<file path="src/rtl/sat_pkg.sv">
package sat_pkg;

    // Rectangle size fields, halved to give the extents
    localparam int size_w = 8;
    localparam int half_w = 7;

    // Centre positions carry 25 fraction bits
    localparam int pos_w    = 32;
    localparam int pos_frac = 25;

    // Unit axis components carry 14 fraction bits
    localparam int basis_w    = 16;
    localparam int basis_frac = 14;

    // Corners share the basis fraction, so positions drop the extra bits
    localparam int pos_to_corner_shift = pos_frac - basis_frac;
    localparam int corner_w            = half_w + basis_w;

    // Corner times axis, then back down to the position format
    localparam int prod_w     = corner_w + basis_w;
    localparam int proj_shift = 2 * basis_frac - pos_frac;
    localparam int proj_w     = 32;

    localparam int num_corners = 4;

    // Direction 0 projects A onto B, direction 1 projects B onto A
    localparam int num_dirs = 2;

    typedef struct packed {
        logic signed [basis_w-1:0] u_x;
        logic signed [basis_w-1:0] u_y;
        logic signed [basis_w-1:0] v_x;
        logic signed [basis_w-1:0] v_y;
    } basis_t;

    typedef struct packed {
        logic        [size_w-1:0] width;
        logic        [size_w-1:0] height;
        logic signed [pos_w-1:0]  pos_x;
        logic signed [pos_w-1:0]  pos_y;
        basis_t                   basis;
    } rect_t;

    typedef struct packed {
        logic signed [half_w-1:0] half_x;
        logic signed [half_w-1:0] half_y;
    } extent_t;

    typedef struct packed {
        logic signed [corner_w-1:0] x;
        logic signed [corner_w-1:0] y;
    } corner_t;

    // Corners relative to the target centre, with the target axes and extents
    typedef struct packed {
        logic                                        valid;
        corner_t [num_dirs-1:0][num_corners-1:0]     corners;
        basis_t  [num_dirs-1:0]                      axes;
        extent_t [num_dirs-1:0]                      extents;
    } decode_stage_t;

    typedef struct packed {
        logic signed [proj_w-1:0] u;
        logic signed [proj_w-1:0] v;
    } proj_point_t;

    // Corners in the target's uv frame
    typedef struct packed {
        logic                                          valid;
        proj_point_t [num_dirs-1:0][num_corners-1:0]   points;
        extent_t     [num_dirs-1:0]                    extents;
    } project_stage_t;

endpackage

</file>
<file path="src/rtl/separation_check.sv">
module separation_check (
    input  logic                    clk,
    input  logic                    rst,
    input  sat_pkg::project_stage_t projected,
    output logic                    out_valid,
    output logic                    is_collision
);

    import sat_pkg::*;

    // Span of the source rectangle along each target axis
    logic signed [proj_w-1:0] min_u [num_dirs];
    logic signed [proj_w-1:0] max_u [num_dirs];
    logic signed [proj_w-1:0] min_v [num_dirs];
    logic signed [proj_w-1:0] max_v [num_dirs];

    // Target half extents in the projection format
    logic signed [proj_w-1:0] lim_u [num_dirs];
    logic signed [proj_w-1:0] lim_v [num_dirs];

    // Four separating-axis tests per direction
    logic [num_dirs-1:0][3:0] separated;

    always_comb begin
        for (int d = 0; d < num_dirs; d++) begin
            min_u[d] = projected.points[d][0].u;
            max_u[d] = projected.points[d][0].u;
            min_v[d] = projected.points[d][0].v;
            max_v[d] = projected.points[d][0].v;

            // Full reduction over every corner
            for (int k = 1; k < num_corners; k++) begin
                if (projected.points[d][k].u < min_u[d]) begin
                    min_u[d] = projected.points[d][k].u;
                end
                if (projected.points[d][k].u > max_u[d]) begin
                    max_u[d] = projected.points[d][k].u;
                end
                if (projected.points[d][k].v < min_v[d]) begin
                    min_v[d] = projected.points[d][k].v;
                end
                if (projected.points[d][k].v > max_v[d]) begin
                    max_v[d] = projected.points[d][k].v;
                end
            end
        end
    end

    always_comb begin
        for (int d = 0; d < num_dirs; d++) begin
            lim_u[d] = projected.extents[d].half_x <<< pos_frac;
            lim_v[d] = projected.extents[d].half_y <<< pos_frac;

            // Touching edges count as separated
            separated[d][0] = (min_u[d] >= lim_u[d]);
            separated[d][1] = (max_u[d] <= -lim_u[d]);
            separated[d][2] = (min_v[d] >= lim_v[d]);
            separated[d][3] = (max_v[d] <= -lim_v[d]);
        end
    end

    always_ff @(posedge clk) begin
        if (rst) begin
            out_valid    <= 1'b0;
            is_collision <= 1'b0;
        end else begin
            out_valid <= projected.valid;
            // Result holds until the next pair completes
            if (projected.valid) begin
                is_collision <= ~(|separated);
            end
        end
    end

endmodule

</file>
<file path="config.mk">
export PLATFORM = sky130hd
export DESIGN_NAME = separation_check
export DESIGN_NICKNAME = d
export VERILOG_FILES = /design/src/rtl/sat_pkg.sv /design/src/rtl/separation_check.sv
export SDC_FILE = /design/constraint.sdc
export NUM_CORES = 2
export LEC_CHECK = 0
export BUFFER_PORTS_ARGS = -buffer_cell sky130_fd_sc_hd__buf_4
export CORE_MARGIN = 3
export CORE_UTILIZATION = 30
export CTS_BUF_LIST = sky130_fd_sc_hd__clkbuf_4
export DETAILED_ROUTE_END_ITERATION = 8
export GPL_TIMING_DRIVEN = 0
export HOLD_SLACK_MARGIN = 0.03
export PLACE_DENSITY = 0.58
export RECOVER_POWER = 25
export REMOVE_ABC_BUFFERS = 1
export SLEW_MARGIN = 20
export SYNTH_ARGS = -nofsm -noshare
export SYNTH_HDL_FRONTEND = slang
export SYNTH_SLANG_ARGS = --single-unit
</file>
<file path="constraint.sdc">
create_clock -name clk -period 10.8 [get_ports clk]
set_input_delay 1.08 -clock clk [delete_from_list [all_inputs] [get_ports clk]]
set_output_delay 1.08 -clock clk [all_outputs]
set_load 0.05 [all_outputs]
</file>
==> impl_metrics.yaml <==
run_status:
  status: "completed"
timing:
  grt_setup_unrepaired: "yes"
  final_hold_viol_count: 0
  fin_crit_ps: 10710
  fin_crit_sh_pct: 99.1
  setup_tns_ps: 0
  max_freq_ghz: 0.0934
  slew_headroom_pct: 22.9
  setup_viol: 0
  slew_violations: 0
  finalClockSkew_ps: 0
  worst_slew_pin_slew_ps: 1150
  fin_ws_ps: 94.4
placement:
  io_buffers: 544
  hpwl_um: 97800
  gp_congestion: 1.00
  dp_slack_ps: -2620
  dpl.cell_count: 4908
  postPlaceCellArea_um2: 30000
detailed_routing:
  via_count: 29400
  final_antenna_net_count: 0
  post_drt_wl_per_cell_um: 23.2
  drt_pass1_iterations: 6
  drc_errors: 0
  vias_per_cell: 5.73
  initialDrtViolationCount: 2293
  postRouteWirelength_um: 119000
floorplan:
  io_pins: 545
  start_util_pct: 30.4
  die-area_um2: 85500
  fp.dieH_um: 292
  design.core.area_um2: 80900
  rows: 104
  die_w_um: 292
synthesis:
  syn_area_um2: 24600
  synth_seq_area_share_pct: 0.163
  avgSynthCellArea_um2: 7.30
  yosys.cell_types.count: 85
  synth_top_area_share_pct: 34.8
  netlist_instances: 3369
  synth-edff-count: 0
  ys.flop_type: "dfxtp_1"
  async_flop_share_pct: 0
  synth_seq_cells: 2
  yosysWarnings: 0
  synth_top_area_cell: "ha_1"
  synthTopCellsByArea: "ha_1 35%, mux2i_1 12%, a21oi_1 7.1%, inv_1 5.1%, nor2_1 4.3%"
power:
  power_w: 0.00344
  intPower_w: 0.00159
  p_per_area_nw_per_um2: 102
  p_comb_share_pct: 99.3
  clock_power_share_pct: 0.5
  pwr-share-seq_pct: 0.2
  ir_drop_mv: 0.0446
  switching_share_pct: 53.9
  power.switching_w: 0.00186
  p_leak_nw: 16.9
global_route:
  gr-usage-met1_pct: 32.0
  grt_use_total_pct: 25.0
  grt-busiest-layer: "met2"
  grt_max_degree: 37
  met2_usage_pct: 42.2
  globalRouteOverflowTotal: 0
  use_met3_pct: 3.88
  grt_pass1_vias: 27600
  grt_pass1_wl_um: 167000
  antenna_found_initial: 27
finish:
  final_cells: 5125
  num-fill-cells: 8395
  fin_area_um2: 33600
  final_layout_size_suffix_gt1_share_pct: 26.6
  nets: 5277
  final_cell_mix: "692 x buf_4, 665 x ha_1, 330 x inv_1, 304 x a21oi_1, 268 x nor2_1"
  syn2layout_area_growth_pct: 36.7
  final_common_cell: "buf_4"
setup_path:
  worst_ep_arrival_time_ps: 10860
  critPathLaunchType: "input port"
  critPathMaxFanout: 15
  critPathCaptureType: "flip-flop"
  cp.required_ps: 10950
  critPathKind: "in -> reg"
  cp_slowest_cell: "or3_4"
  cp_slowest_stage_delay_ps: 480
min_path:
  hold_class: "reg -> reg"
clocking:
  clk_latency_ps: 220
  cts_made_buffers: 3
  cts_tree: "done"
  cts_buffer_depth: 2
  cts-root-buf: "clkbuf_4"
  cts_sinks: 2
  clk_pin_slew_worst_paths_ps: 30
  htree_levels: 1
  postCtsHoldBufs: 0
job:
  max_cap_violations: 0
==> final timing paths <==
check | startpoint | to | slack [ps] | cells after the start
hold reg to reg | is_collision$_SDFFE_PP0P_ | is_collision$_SDFFE_PP0P_ | 470 | 2
setup / recovery | projected[335] | is_collision$_SDFFE_PP0P_ | 90 | 46
setup reg to reg | is_collision$_SDFFE_PP0P_ | is_collision$_SDFFE_PP0P_ | 10260 | 2
hold / removal | is_collision$_SDFFE_PP0P_ | is_collision$_SDFFE_PP0P_ | 470 | 2
==> layer usage <==
metal	share of wire (%)	vias up
met3	7.9	297
met1	41	13700
met5	0.14	-
met4	5.4	24
met2	45	1272
li1	-	14100
==> Yosys cell counts, types with 7 or more instances <==
cell	instances
a2111oi_0	13
a211oi_1	21
a21o_1	132
a21oi_1	351
a31o_2	8
a31oi_1	9
and4_1	18
buf_1	13
buf_2	19
buf_4	8
clkbuf_1	42
ha_1	684
inv_1	334
mux2_2	62
mux2i_1	288
nand2_1	195
nand2b_1	25
nand3_1	74
nand3b_1	8
nand4_1	153
nor2_1	279
nor2b_1	48
nor3_1	66
nor3b_1	8
nor4_1	102
o211ai_1	25
o21a_1	28
o21ai_0	153
o21bai_1	7
o22ai_1	9
o31ai_1	10
or2_2	9
or3_1	10
or4_1	13
xnor2_1	21
xor2_1	8
==> power groups by stage <==
stage	Sequential, W	Clock (W)	Combinational, W
detailed placement	0.00000798	0	0.00278
CTS	0.00000790	0.0000173	0.00300
floorplan	0.00000911	0	0.00185
finish	0.00000791	0.0000165	0.00342
global route	0.00000794	0.0000178	0.00374
global placement	0.00000798	0	0.00271
==> critical path, delay by kind of cell <==
family          cells  cell delay (ps)
buf+inv             5              700
fa+ha+maj           4             1180
compound gates     20             4210
simple gates       14             2870
mux                 3              810
==> final cells by class <==
cell class | count | area [um^2] | area share (%)
Clock buffer | 3 | 22.5 | 0.0669
Multi-Input combinational cell | 2969 | 24900 | 74.0
Timing Repair Buffer | 740 | 6060 | 18.0
Inverter | 334 | 1260 | 3.76
Tap cell | 1060 | 1330 | 3.94
Sequential cell | 2 | 40.0 | 0.119
Antenna cell | 17 | 42.5 | 0.126
==> sequential cells by signal, summed over array words and instances, names as in the netlist <==
signal	flops
out_valid	1
is_collision	1
==> stage by stage <==
stage | hold slack (ps) | util (%)
after global placement | 461 | 36.6
after floorplan | 658 | -
after global routing | 508 | 41.5
after detailed placement | 458 | 37.1
after CTS | 464 | 38.6
final | 469 | 41.6
==> repair_timing <==
action | 4_1_cts | 5_1_grt
setup endpoints to repair | 1 | 1
gates cloned | 11 | 18
resized for setup | 116 | 241
endpoints found under the hold margin | 0 | 0
pin swaps | 40 | 106
buffers inserted | 57 | 111
==> cell families after synthesis <==
kind of cell	share of synthesized area, %
compound gates	21.3
xor+xnor	1.03
fa+ha+maj	34.9
buf+inv	6.61
flops	0.163
mux	14.6
simple gates	21.4
Note: power is estimated with default switching activity, not from simulation.
